### config.mk
export PLATFORM = sky130hd
export DESIGN_NAME = gfx_pattern_top
export DESIGN_NICKNAME = d
export VERILOG_FILES = /design/src/common/gfx_pkg.sv /design/src/common/sram_port_if.sv /design/src/hdl/gfx_pattern_top.sv /design/src/hdl/sram_arbiter.sv /design/src/hdl/vga_timing.sv /design/src/pattern/pattern_writer.sv /design/src/scanout/scanout_reader.sv
export SDC_FILE = /design/constraint.sdc
export NUM_CORES = 1
export LEC_CHECK = 0
export BUFFER_PORTS_ARGS = -buffer_cell sky130_fd_sc_hd__buf_4
export CAP_MARGIN = 0
export CORE_MARGIN = 2
export CORE_UTILIZATION = 50
export CTS_CLUSTER_DIAMETER = 100
export DETAILED_ROUTE_END_ITERATION = 6
export GPL_TIMING_DRIVEN = 0
export PLACE_DENSITY = 0.67
export SYNTH_ARGS = -nofsm -noshare
export SYNTH_HDL_FRONTEND = slang
export SYNTH_SLANG_ARGS = --single-unit
export TNS_END_PERCENT = 50
### constraint.sdc
create_clock -name pixel_clk -period 4.4 [get_ports pixel_clk]
set_input_delay 0.88 -clock pixel_clk [delete_from_list [all_inputs] [get_ports pixel_clk]]
set_output_delay 0.88 -clock pixel_clk [all_outputs]
set_load 0.05 [all_outputs]
### src/common/gfx_pkg.sv
// framebuffer graphics definitions for video timing, widths, pattern modes and pixel words
`default_nettype none

package gfx_pkg;

  localparam int color_width = 4;
  localparam int sram_addr_width = 20;
  localparam int sram_data_width = 16;

  // 640x480 at 60 Hz with a 25.175 MHz pixel clock
  localparam int h_visible = 640;
  localparam int h_front = 16;
  localparam int h_sync = 96;
  localparam int h_back = 48;

  localparam int v_visible = 480;
  localparam int v_front = 10;
  localparam int v_sync = 2;
  localparam int v_back = 33;

  typedef enum logic [1:0] {
    pat_gradient = 2'd0,  // red from x, green from y, blue from x xor y
    pat_checker  = 2'd1,  // 4x4 checkerboard
    pat_bars     = 2'd2,  // grey ramp repeating every 16 pixels
    pat_black    = 2'd3
  } pattern_mode_e;

  typedef struct packed {
    logic [3:0]             unused;
    logic [color_width-1:0] red;
    logic [color_width-1:0] green;
    logic [color_width-1:0] blue;
  } pixel_s;

  // the sram only sees raw words, the clients see colour fields
  typedef union packed {
    logic [sram_data_width-1:0] raw;
    pixel_s                     pix;
  } pixel_word_u;

endpackage

`default_nettype wire

### src/common/sram_port_if.sv
// request and read-return link between one sram client and the arbiter
`timescale 1ns/1ps
`default_nettype none

interface sram_port_if #(
  parameter int ADDR_WIDTH = gfx_pkg::sram_addr_width
);

  logic                 req;     // held until grant
  logic                 we;
  logic [ADDR_WIDTH-1:0] addr;
  gfx_pkg::pixel_word_u wdata;
  logic                 grant;   // one cycle per granted request
  logic                 rvalid;  // two cycles after a read grant
  gfx_pkg::pixel_word_u rdata;

  modport client (
    output req, we, addr, wdata,
    input  grant, rvalid, rdata
  );

  modport arbiter (
    input  req, we, addr, wdata,
    output grant, rvalid, rdata
  );

endinterface

`default_nettype wire

### src/hdl/gfx_pattern_top.sv
// pattern demo top that joins timing, writer, scanout reader and the shared sram arbiter
`timescale 1ns/1ps
`default_nettype none

module gfx_pattern_top #(
  parameter int H_VISIBLE  = gfx_pkg::h_visible,
  parameter int H_FRONT    = gfx_pkg::h_front,
  parameter int H_SYNC     = gfx_pkg::h_sync,
  parameter int H_BACK     = gfx_pkg::h_back,
  parameter int V_VISIBLE  = gfx_pkg::v_visible,
  parameter int V_FRONT    = gfx_pkg::v_front,
  parameter int V_SYNC     = gfx_pkg::v_sync,
  parameter int V_BACK     = gfx_pkg::v_back,
  parameter int ADDR_WIDTH = gfx_pkg::sram_addr_width,
  parameter int FIFO_DEPTH = 8
) (
  input  logic                                pixel_clk,
  input  logic                                rst_n,
  input  logic                                continuous_write,
  input  logic [1:0]                          pattern_mode,
  input  logic [gfx_pkg::sram_data_width-1:0] sram_rdata,
  output logic [ADDR_WIDTH-1:0]               sram_addr,
  output logic [gfx_pkg::sram_data_width-1:0] sram_wdata,
  output logic                                sram_ce_n,
  output logic                                sram_we_n,
  output logic                                sram_oe_n,
  output logic [gfx_pkg::color_width-1:0]     vga_red,
  output logic [gfx_pkg::color_width-1:0]     vga_grn,
  output logic [gfx_pkg::color_width-1:0]     vga_blu,
  output logic                                vga_hsync,
  output logic                                vga_vsync,
  output logic                                vga_de,
  output logic                                write_busy,
  output logic [15:0]                         error_count
);

  logic de;
  logic hsync;
  logic vsync;
  logic frame_start;

  sram_port_if #(.ADDR_WIDTH(ADDR_WIDTH)) rd_if ();
  sram_port_if #(.ADDR_WIDTH(ADDR_WIDTH)) wr_if ();

  vga_timing #(
    .H_VISIBLE(H_VISIBLE),
    .H_FRONT  (H_FRONT),
    .H_SYNC   (H_SYNC),
    .H_BACK   (H_BACK),
    .V_VISIBLE(V_VISIBLE),
    .V_FRONT  (V_FRONT),
    .V_SYNC   (V_SYNC),
    .V_BACK   (V_BACK)
  ) vga_timing_i (
    .pixel_clk  (pixel_clk),
    .rst_n      (rst_n),
    .de         (de),
    .hsync      (hsync),
    .vsync      (vsync),
    .frame_start(frame_start),
    .x_pos      (),
    .y_pos      ()
  );

  pattern_writer #(
    .H_VISIBLE (H_VISIBLE),
    .V_VISIBLE (V_VISIBLE),
    .ADDR_WIDTH(ADDR_WIDTH)
  ) pattern_writer_i (
    .pixel_clk       (pixel_clk),
    .rst_n           (rst_n),
    .continuous_write(continuous_write),
    .pattern_mode    (gfx_pkg::pattern_mode_e'(pattern_mode)),
    .write_busy      (write_busy),
    .mem             (wr_if.client)
  );

  scanout_reader #(
    .H_VISIBLE (H_VISIBLE),
    .V_VISIBLE (V_VISIBLE),
    .ADDR_WIDTH(ADDR_WIDTH),
    .FIFO_DEPTH(FIFO_DEPTH)
  ) scanout_reader_i (
    .pixel_clk  (pixel_clk),
    .rst_n      (rst_n),
    .de         (de),
    .hsync      (hsync),
    .vsync      (vsync),
    .frame_start(frame_start),
    .vga_red    (vga_red),
    .vga_grn    (vga_grn),
    .vga_blu    (vga_blu),
    .vga_hsync  (vga_hsync),
    .vga_vsync  (vga_vsync),
    .vga_de     (vga_de),
    .error_count(error_count),
    .mem        (rd_if.client)
  );

  sram_arbiter #(
    .ADDR_WIDTH(ADDR_WIDTH)
  ) sram_arbiter_i (
    .pixel_clk (pixel_clk),
    .rst_n     (rst_n),
    .sram_rdata(sram_rdata),
    .sram_addr (sram_addr),
    .sram_wdata(sram_wdata),
    .sram_ce_n (sram_ce_n),
    .sram_we_n (sram_we_n),
    .sram_oe_n (sram_oe_n),
    .rd_port   (rd_if.arbiter),
    .wr_port   (wr_if.arbiter)
  );

endmodule

`default_nettype wire

### src/hdl/sram_arbiter.sv
// fixed-priority sram arbiter with registered pin drive and read-data return
`timescale 1ns/1ps
`default_nettype none

module sram_arbiter #(
  parameter int ADDR_WIDTH = gfx_pkg::sram_addr_width
) (
  input  logic                                pixel_clk,
  input  logic                                rst_n,
  input  logic [gfx_pkg::sram_data_width-1:0] sram_rdata,
  output logic [ADDR_WIDTH-1:0]               sram_addr,
  output logic [gfx_pkg::sram_data_width-1:0] sram_wdata,
  output logic                                sram_ce_n,
  output logic                                sram_we_n,
  output logic                                sram_oe_n,
  sram_port_if.arbiter                        rd_port,
  sram_port_if.arbiter                        wr_port
);

  logic                 rd_pin;    // read is on the pins this cycle
  logic                 rd_ret;
  gfx_pkg::pixel_word_u rdata_q;

  // the reader always wins; the writer fills the cycles left over
  assign rd_port.grant = rd_port.req;
  assign wr_port.grant = wr_port.req && !rd_port.req;

  always_ff @(posedge pixel_clk) begin
    if (!rst_n) begin
      sram_ce_n <= 1'b1;
      sram_we_n <= 1'b1;
      sram_oe_n <= 1'b1;
      rd_pin    <= 1'b0;
      rd_ret    <= 1'b0;
    end else begin
      sram_ce_n <= !(rd_port.grant || wr_port.grant);
      sram_oe_n <= !rd_port.grant;
      sram_we_n <= !wr_port.grant;
      rd_pin    <= rd_port.grant;
      rd_ret    <= rd_pin;
    end
  end

  always_ff @(posedge pixel_clk) begin
    sram_addr  <= rd_port.req ? rd_port.addr : wr_port.addr;
    sram_wdata <= wr_port.wdata.raw;
  end

  // the async sram output has settled by the end of the pin cycle
  always_ff @(posedge pixel_clk) begin
    if (rd_pin) rdata_q.raw <= sram_rdata;
  end

  assign rd_port.rvalid = rd_ret;
  assign rd_port.rdata  = rdata_q;

  assign wr_port.rvalid = 1'b0;  // writes complete at grant
  assign wr_port.rdata  = rdata_q;

endmodule

`default_nettype wire

### src/hdl/vga_timing.sv
// raster counters with active-low syncs, display enable and a frame start strobe
`timescale 1ns/1ps
`default_nettype none

module vga_timing #(
  parameter  int H_VISIBLE = gfx_pkg::h_visible,
  parameter  int H_FRONT   = gfx_pkg::h_front,
  parameter  int H_SYNC    = gfx_pkg::h_sync,
  parameter  int H_BACK    = gfx_pkg::h_back,
  parameter  int V_VISIBLE = gfx_pkg::v_visible,
  parameter  int V_FRONT   = gfx_pkg::v_front,
  parameter  int V_SYNC    = gfx_pkg::v_sync,
  parameter  int V_BACK    = gfx_pkg::v_back,
  localparam int H_TOTAL   = H_VISIBLE + H_FRONT + H_SYNC + H_BACK,
  localparam int V_TOTAL   = V_VISIBLE + V_FRONT + V_SYNC + V_BACK,
  localparam int HW        = $clog2(H_TOTAL),
  localparam int VW        = $clog2(V_TOTAL)
) (
  input  logic          pixel_clk,
  input  logic          rst_n,
  output logic          de,
  output logic          hsync,
  output logic          vsync,
  output logic          frame_start,
  output logic [HW-1:0] x_pos,
  output logic [VW-1:0] y_pos
);

  logic h_last;
  logic v_last;

  assign h_last = (x_pos == HW'(H_TOTAL - 1));
  assign v_last = (y_pos == VW'(V_TOTAL - 1));

  // start in vertical front porch so the reader gets a whole blanking period to prefetch
  always_ff @(posedge pixel_clk) begin
    if (!rst_n) begin
      x_pos <= '0;
      y_pos <= VW'(V_VISIBLE);
    end else begin
      if (h_last) begin
        x_pos <= '0;
        y_pos <= v_last ? '0 : y_pos + 1'b1;
      end else begin
        x_pos <= x_pos + 1'b1;
      end
    end
  end

  assign de = (x_pos < HW'(H_VISIBLE)) && (y_pos < VW'(V_VISIBLE));

  assign hsync = !((x_pos >= HW'(H_VISIBLE + H_FRONT)) &&
                   (x_pos < HW'(H_VISIBLE + H_FRONT + H_SYNC)));
  assign vsync = !((y_pos >= VW'(V_VISIBLE + V_FRONT)) &&
                   (y_pos < VW'(V_VISIBLE + V_FRONT + V_SYNC)));

  assign frame_start = (x_pos == '0) && (y_pos == VW'(V_VISIBLE));  // first blanking cycle

endmodule

`default_nettype wire

### src/pattern/pattern_writer.sv
// pattern writer that fills the framebuffer with the selected test pattern
`timescale 1ns/1ps
`default_nettype none

module pattern_writer #(
  parameter  int H_VISIBLE  = gfx_pkg::h_visible,
  parameter  int V_VISIBLE  = gfx_pkg::v_visible,
  parameter  int ADDR_WIDTH = gfx_pkg::sram_addr_width,
  localparam int XW         = $clog2(H_VISIBLE),
  localparam int YW         = $clog2(V_VISIBLE)
) (
  input  logic                   pixel_clk,
  input  logic                   rst_n,
  input  logic                   continuous_write,
  input  gfx_pkg::pattern_mode_e pattern_mode,
  output logic                   write_busy,
  sram_port_if.client            mem
);

  logic [XW-1:0]          x;
  logic [YW-1:0]          y;
  logic [15:0]            x_ext;
  logic [15:0]            y_ext;
  logic                   x_last;
  logic                   last;
  gfx_pkg::pattern_mode_e mode;
  gfx_pkg::pixel_word_u   word;

  assign x_ext  = 16'(x);
  assign y_ext  = 16'(y);
  assign x_last = (x == XW'(H_VISIBLE - 1));
  assign last   = x_last && (y == YW'(V_VISIBLE - 1));

  always_comb begin
    word.raw = '0;
    case (mode)
      gfx_pkg::pat_gradient: begin
        word.pix.red   = x_ext[3:0];
        word.pix.green = y_ext[3:0];
        word.pix.blue  = x_ext[3:0] ^ y_ext[3:0];
      end
      gfx_pkg::pat_checker: begin
        if (x_ext[2] != y_ext[2]) begin
          word.pix.red   = '1;
          word.pix.green = '1;
          word.pix.blue  = '1;
        end
      end
      gfx_pkg::pat_bars: begin
        word.pix.red   = x_ext[3:0];
        word.pix.green = x_ext[3:0];
        word.pix.blue  = x_ext[3:0];
      end
      default: begin
      end
    endcase
  end

  // mode is resampled whenever a pass begins, including a continuous restart
  always_ff @(posedge pixel_clk) begin
    if (!rst_n) begin
      write_busy <= 1'b0;
      x          <= '0;
      y          <= '0;
      mode       <= gfx_pkg::pat_black;
    end else if (!write_busy) begin
      if (continuous_write) begin
        write_busy <= 1'b1;
        x          <= '0;
        y          <= '0;
        mode       <= pattern_mode;
      end
    end else if (mem.grant) begin
      if (last) begin
        write_busy <= continuous_write;  // idle unless still asked to repeat
        x          <= '0;
        y          <= '0;
        mode       <= pattern_mode;
      end else if (x_last) begin
        x <= '0;
        y <= y + 1'b1;
      end else begin
        x <= x + 1'b1;
      end
    end
  end

  assign mem.req   = write_busy;
  assign mem.we    = 1'b1;
  assign mem.addr  = ADDR_WIDTH'({y, x});
  assign mem.wdata = word;

endmodule

`default_nettype wire

### src/scanout/scanout_reader.sv
// scanout reader that prefetches the framebuffer in raster order and drives the pixel outputs
`timescale 1ns/1ps
`default_nettype none

module scanout_reader #(
  parameter  int H_VISIBLE  = gfx_pkg::h_visible,
  parameter  int V_VISIBLE  = gfx_pkg::v_visible,
  parameter  int ADDR_WIDTH = gfx_pkg::sram_addr_width,
  parameter  int FIFO_DEPTH = 8,
  localparam int XW         = $clog2(H_VISIBLE),
  localparam int YW         = $clog2(V_VISIBLE),
  localparam int PW         = $clog2(FIFO_DEPTH),
  localparam int CW         = $clog2(FIFO_DEPTH + 1)
) (
  input  logic                            pixel_clk,
  input  logic                            rst_n,
  input  logic                            de,
  input  logic                            hsync,
  input  logic                            vsync,
  input  logic                            frame_start,
  output logic [gfx_pkg::color_width-1:0] vga_red,
  output logic [gfx_pkg::color_width-1:0] vga_grn,
  output logic [gfx_pkg::color_width-1:0] vga_blu,
  output logic                            vga_hsync,
  output logic                            vga_vsync,
  output logic                            vga_de,
  output logic [15:0]                     error_count,
  sram_port_if.client                     mem
);

  gfx_pkg::pixel_s fifo_mem [FIFO_DEPTH];
  gfx_pkg::pixel_s head;
  logic [PW-1:0]   wr_ptr;
  logic [PW-1:0]   rd_ptr;
  logic [CW-1:0]   count;
  logic [CW-1:0]   inflight;  // granted reads whose data has not returned
  logic [CW:0]     pending;
  logic [XW-1:0]   fetch_x;
  logic [YW-1:0]   fetch_y;
  logic            fetch_done;
  logic            push;
  logic            pop;
  logic            underflow;

  assign push      = mem.rvalid;
  assign pop       = de && (count != '0);
  assign underflow = de && (count == '0);
  assign pending   = {1'b0, count} + {1'b0, inflight};
  assign head      = fifo_mem[rd_ptr];

  // reserve fifo space for every read in flight, so a return never finds it full
  assign mem.req   = !fetch_done && !frame_start && (pending < (CW + 1)'(FIFO_DEPTH));
  assign mem.we    = 1'b0;
  assign mem.addr  = ADDR_WIDTH'({fetch_y, fetch_x});
  assign mem.wdata = '0;

  always_ff @(posedge pixel_clk) begin
    if (!rst_n) begin
      wr_ptr     <= '0;
      rd_ptr     <= '0;
      count      <= '0;
      inflight   <= '0;
      fetch_x    <= '0;
      fetch_y    <= '0;
      fetch_done <= 1'b0;
    end else begin
      inflight <= inflight + CW'(mem.grant) - CW'(mem.rvalid);
      if (frame_start) begin
        wr_ptr     <= '0;
        rd_ptr     <= '0;
        count      <= '0;
        fetch_x    <= '0;
        fetch_y    <= '0;
        fetch_done <= 1'b0;
      end else begin
        if (push) begin
          wr_ptr <= (wr_ptr == PW'(FIFO_DEPTH - 1)) ? '0 : wr_ptr + 1'b1;
        end
        if (pop) begin
          rd_ptr <= (rd_ptr == PW'(FIFO_DEPTH - 1)) ? '0 : rd_ptr + 1'b1;
        end
        count <= count + CW'(push) - CW'(pop);
        if (mem.grant) begin
          if (fetch_x == XW'(H_VISIBLE - 1)) begin
            fetch_x <= '0;
            if (fetch_y == YW'(V_VISIBLE - 1)) fetch_done <= 1'b1;
            else fetch_y <= fetch_y + 1'b1;
          end else begin
            fetch_x <= fetch_x + 1'b1;
          end
        end
      end
    end
  end

  always_ff @(posedge pixel_clk) begin
    if (push) fifo_mem[wr_ptr] <= mem.rdata.pix;
  end

  // one register stage, so syncs and enable are delayed to match the colour
  always_ff @(posedge pixel_clk) begin
    if (!rst_n) begin
      vga_hsync   <= 1'b1;
      vga_vsync   <= 1'b1;
      vga_de      <= 1'b0;
      vga_red     <= '0;
      vga_grn     <= '0;
      vga_blu     <= '0;
      error_count <= '0;
    end else begin
      vga_hsync <= hsync;
      vga_vsync <= vsync;
      vga_de    <= de;
      if (pop) begin
        vga_red <= head.red;
        vga_grn <= head.green;
        vga_blu <= head.blue;
      end else begin
        vga_red <= '0;  // blanking, or black on underflow
        vga_grn <= '0;
        vga_blu <= '0;
      end
      if (underflow && (error_count != '1)) error_count <= error_count + 1'b1;
    end
  end

endmodule

`default_nettype wire

==> results.cfg <==
[run]
cap_viol_max_count = 0

[clock_network]
cts_buffer_depth = 3
cts-buffers-inserted = 26
cts_root_buf = clkbuf_16
cts_hold_buf = 0
cts.sink_count = 251
postCtsSetupBuffers = 0
clk_latency_ps = 530
htree_num_levels = 1
cts.clk_slew.worst_paths_ps = 60
cts_tree = yes
cts_resized = 0

[worst_setup_path]
rr_worst_depth = 14
cp_max_fo = 10
crit_required_ps = 4790
worstSetupPathType = reg2reg
crit_path_end = scanout_reader_i.inflight[2]$_SDFF_PN0_
critPathMaxStageDelay_ps = 500
path_depth = 14
arrival_ps = 3980
slowest_stage = nor4b_1
end_kind = register
reg2reg_to = scanout_reader_i.inflight[2]$_SDFF_PN0_
reg2reg_setup_slack_ps = 800
start_kind = register
r2r_start = vga_timing_i.y_pos[0]$_SDFFE_PN0P_
critPathTopFamily = adder cells
cp-startpoint = vga_timing_i.y_pos[0]$_SDFFE_PN0P_
crit_path_cell_trace = inv_1 > ha_1 > nor4b_1 > nand2_1 > o21a_1 > inv_2 > clkbuf_1 > ha_1 > inv_1 > ha_1 > inv_1 > fa_1 > xor2_1 > nor2_1
cp.buffers_inverters = 5

[cells_and_area]
multi_input_area_um2 = 3984
instances_no_fill = 1307
area.growth.synth_to_final_pct = 18.68
fin_area_um2 = 12340
regArea_um2 = 6106
fin_nets = 1065
antenna_cells = 0
nFillCells = 1699
drive_gt1_frac = 0.1813
final_core_util = 0.6077

[synth]
ys_warn_count = 0
synth-async-reset-ratio = 0
synth-edff-count = 108
yosysTopAreaCell = edfxtp_1
synthTopCellsByArea = edfxtp_1, dfxtp_1, mux4_2
ys.flop_type = dfxtp_1
synth-seq-cells = 251
yosysMostFrequentCell = dfxtp_1
ys_top_cells_by_count = dfxtp_1, edfxtp_1, nand2_1
syn_area_um2 = 10390
synth_top_area_frac = 0.3120
yosysSeqAreaShare = 0.5874
ys_types = 63
avgSynthCellArea_um2 = 11.55
syn_inst = 900

[placement]
port_buffers = 82
place.gp.congestion = 0.8694
place_hpwl_mm = 15.56
dp.cells = 1258
dpl_cell_area_um2 = 11400

[timing]
post-route-period-util = 0.8173
max_freq_ghz = 0.2781
slew_violations = 0
rsz0062_at_grt = false
skew_ps = 12.66
worstMarginPinSlew_ps = 1315
slew_headroom = 0.1204
timing.setup.tns_ps = 0
hold_viol_final = 0
timing.final.crit_period_ps = 3596
finalSetupViolCount = 0

[routing]
avgViaCountPerCell = 5.502
ant_nets = 0
drt_iter0_markers = 452
post_drt_wl_per_cell_um = 17.71
wl_mm = 23.14
firstDrtPassIters = 5
vias = 7191
drcViolationCount = 0

[power]
p_per_area_nw_per_um2 = 431.6
p_leak_nw = 4.461
max-vdd-ir-drop_mv = 0.3206

[global_route]
antenna_found_initial = 0
grt_pass1_vias = 6894
grt_overflow_total = 0
grt_pass1_wl_mm = 36.65
grt_max_degree = 15
grt_util_all_layers = 0.2106

[die]
start_util = 0.5121
fp.dieArea_um2 = 21960
die_h_um = 148.2
std_cell_rows = 52
coreArea_um2 = 20300
die_w_um = 148.2
io_pins = 92

[min_path]
hold_class = reg2reg

[run_status]
status = finished, final reports clean
[flip-flops by register name, indices dropped and copies added, names as in the netlist, 9 cells and up]
| name | count |
|---|---|
| sram_arbiter_i.sram_addr | 19 |
| scanout_reader_i.error_count | 16 |
| scanout_reader_i.fifo_mem | 96 |
| sram_arbiter_i.rd_port.rdata | 12 |
| scanout_reader_i.fetch_x | 10 |
| scanout_reader_i.fetch_y | 9 |
| sram_arbiter_i.sram_wdata | 12 |
| vga_timing_i.y_pos | 10 |
| pattern_writer_i.y | 9 |
| pattern_writer_i.x | 10 |
| vga_timing_i.x_pos | 10 |
[report_power, final]
part / internal [mW] / total, mW / switching (mW)
Combinational: 0.147 / 0.432 / 0.285
Sequential: 2.51 / 2.57 / 0.0660
Clock: 1.42 / 2.32 / 0.901
[stage by stage]
| stage | power, mW | setup WS, ps | hold WS [ps] |
|---|---|---|---|
| 6_report | 5.324 | 803.8 | 472.3 |
| 5_1_grt | 5.505 | 475.5 | 506.5 |
| 4_1_cts | 5.366 | 748.6 | 476.0 |
| 3_5_place_dp | 3.050 | 785.0 | 464.4 |
| 3_3_place_gp | 3.042 | 842.4 | 458.4 |
| 2_1_floorplan | 2.908 | 1545 | 436.4 |
[layout make-up]
cell class,instances,share of cell area
Sequential cell,251,0.4949
Multi-Input combinational cell,577,0.3229
Clock buffer,34,0.06014
Timing Repair Buffer,85,0.05294
Tap cell,270,0.02738
Buffer,43,0.01744
Clock inverter,14,0.01420
Inverter,33,0.01004
[worst min-delay path by stage]
stage	depth (start not counted)	startpoint	to
final	1	vga_timing_i.x_pos[0]$_SDFF_PP0_	vga_timing_i.x_pos[0]$_SDFF_PP0_
after floorplan	2	pattern_writer_i.x[4]$_SDFFE_PN0P_	sram_arbiter_i.sram_addr[4]$_DFF_P_
after global placement	2	scanout_reader_i.fetch_x[6]$_SDFFE_PP0P_	sram_arbiter_i.sram_addr[6]$_DFF_P_
after detailed placement	1	vga_timing_i.x_pos[0]$_SDFF_PP0_	vga_timing_i.x_pos[0]$_SDFF_PP0_
after global routing	2	scanout_reader_i.fetch_x[6]$_SDFFE_PP0P_	sram_arbiter_i.sram_addr[6]$_DFF_P_
after CTS	1	vga_timing_i.x_pos[0]$_SDFF_PP0_	vga_timing_i.x_pos[0]$_SDFF_PP0_
[per-layer routing]
layer / vias up / global-route usage / routed length, µm
met3: 48 / 0.03405 / 1086
met5: - / 0 / 0
met4: 0 / 0.06524 / 669
met2: 189 / 0.3454 / 10970
met1: 3444 / 0.2902 / 10420
li1: 3510 / - / -
[logic make-up after synthesis]
group / share of synthesized area
AO/OA/AOI/OAI: 0.08342
XOR/XNOR: 0.03033
adder cells (fa/ha/maj): 0.03394
buffers and inverters: 0.03262
flip-flops: 0.5874
multiplexers: 0.07655
other: 0.0003608
AND/OR/NAND/NOR: 0.1554
[cell usage in the layout (no fill, tap or decap), drive strengths merged, types with 24 or more instances in the layout]
cell    count
dfxtp     143
edfxtp    108
buf       105
nand2      98
nor2       77
clkbuf     57
a21oi      37
o21ai      37
inv        33
nand3      29
ha         25
mux4       24
[worst reg2reg max path: stages (launching register included)]
cell	delay, ps
dfxtp_1	350
inv_1	70
ha_1	160
nor4b_1	500
nand2_1	330
o21a_1	290
inv_2	130
clkbuf_1	450
ha_1	330
inv_1	60
ha_1	160
inv_1	60
fa_1	380
xor2_1	150
nor2_1	50
No activity file was read; power rests on OpenSTA's default activity.
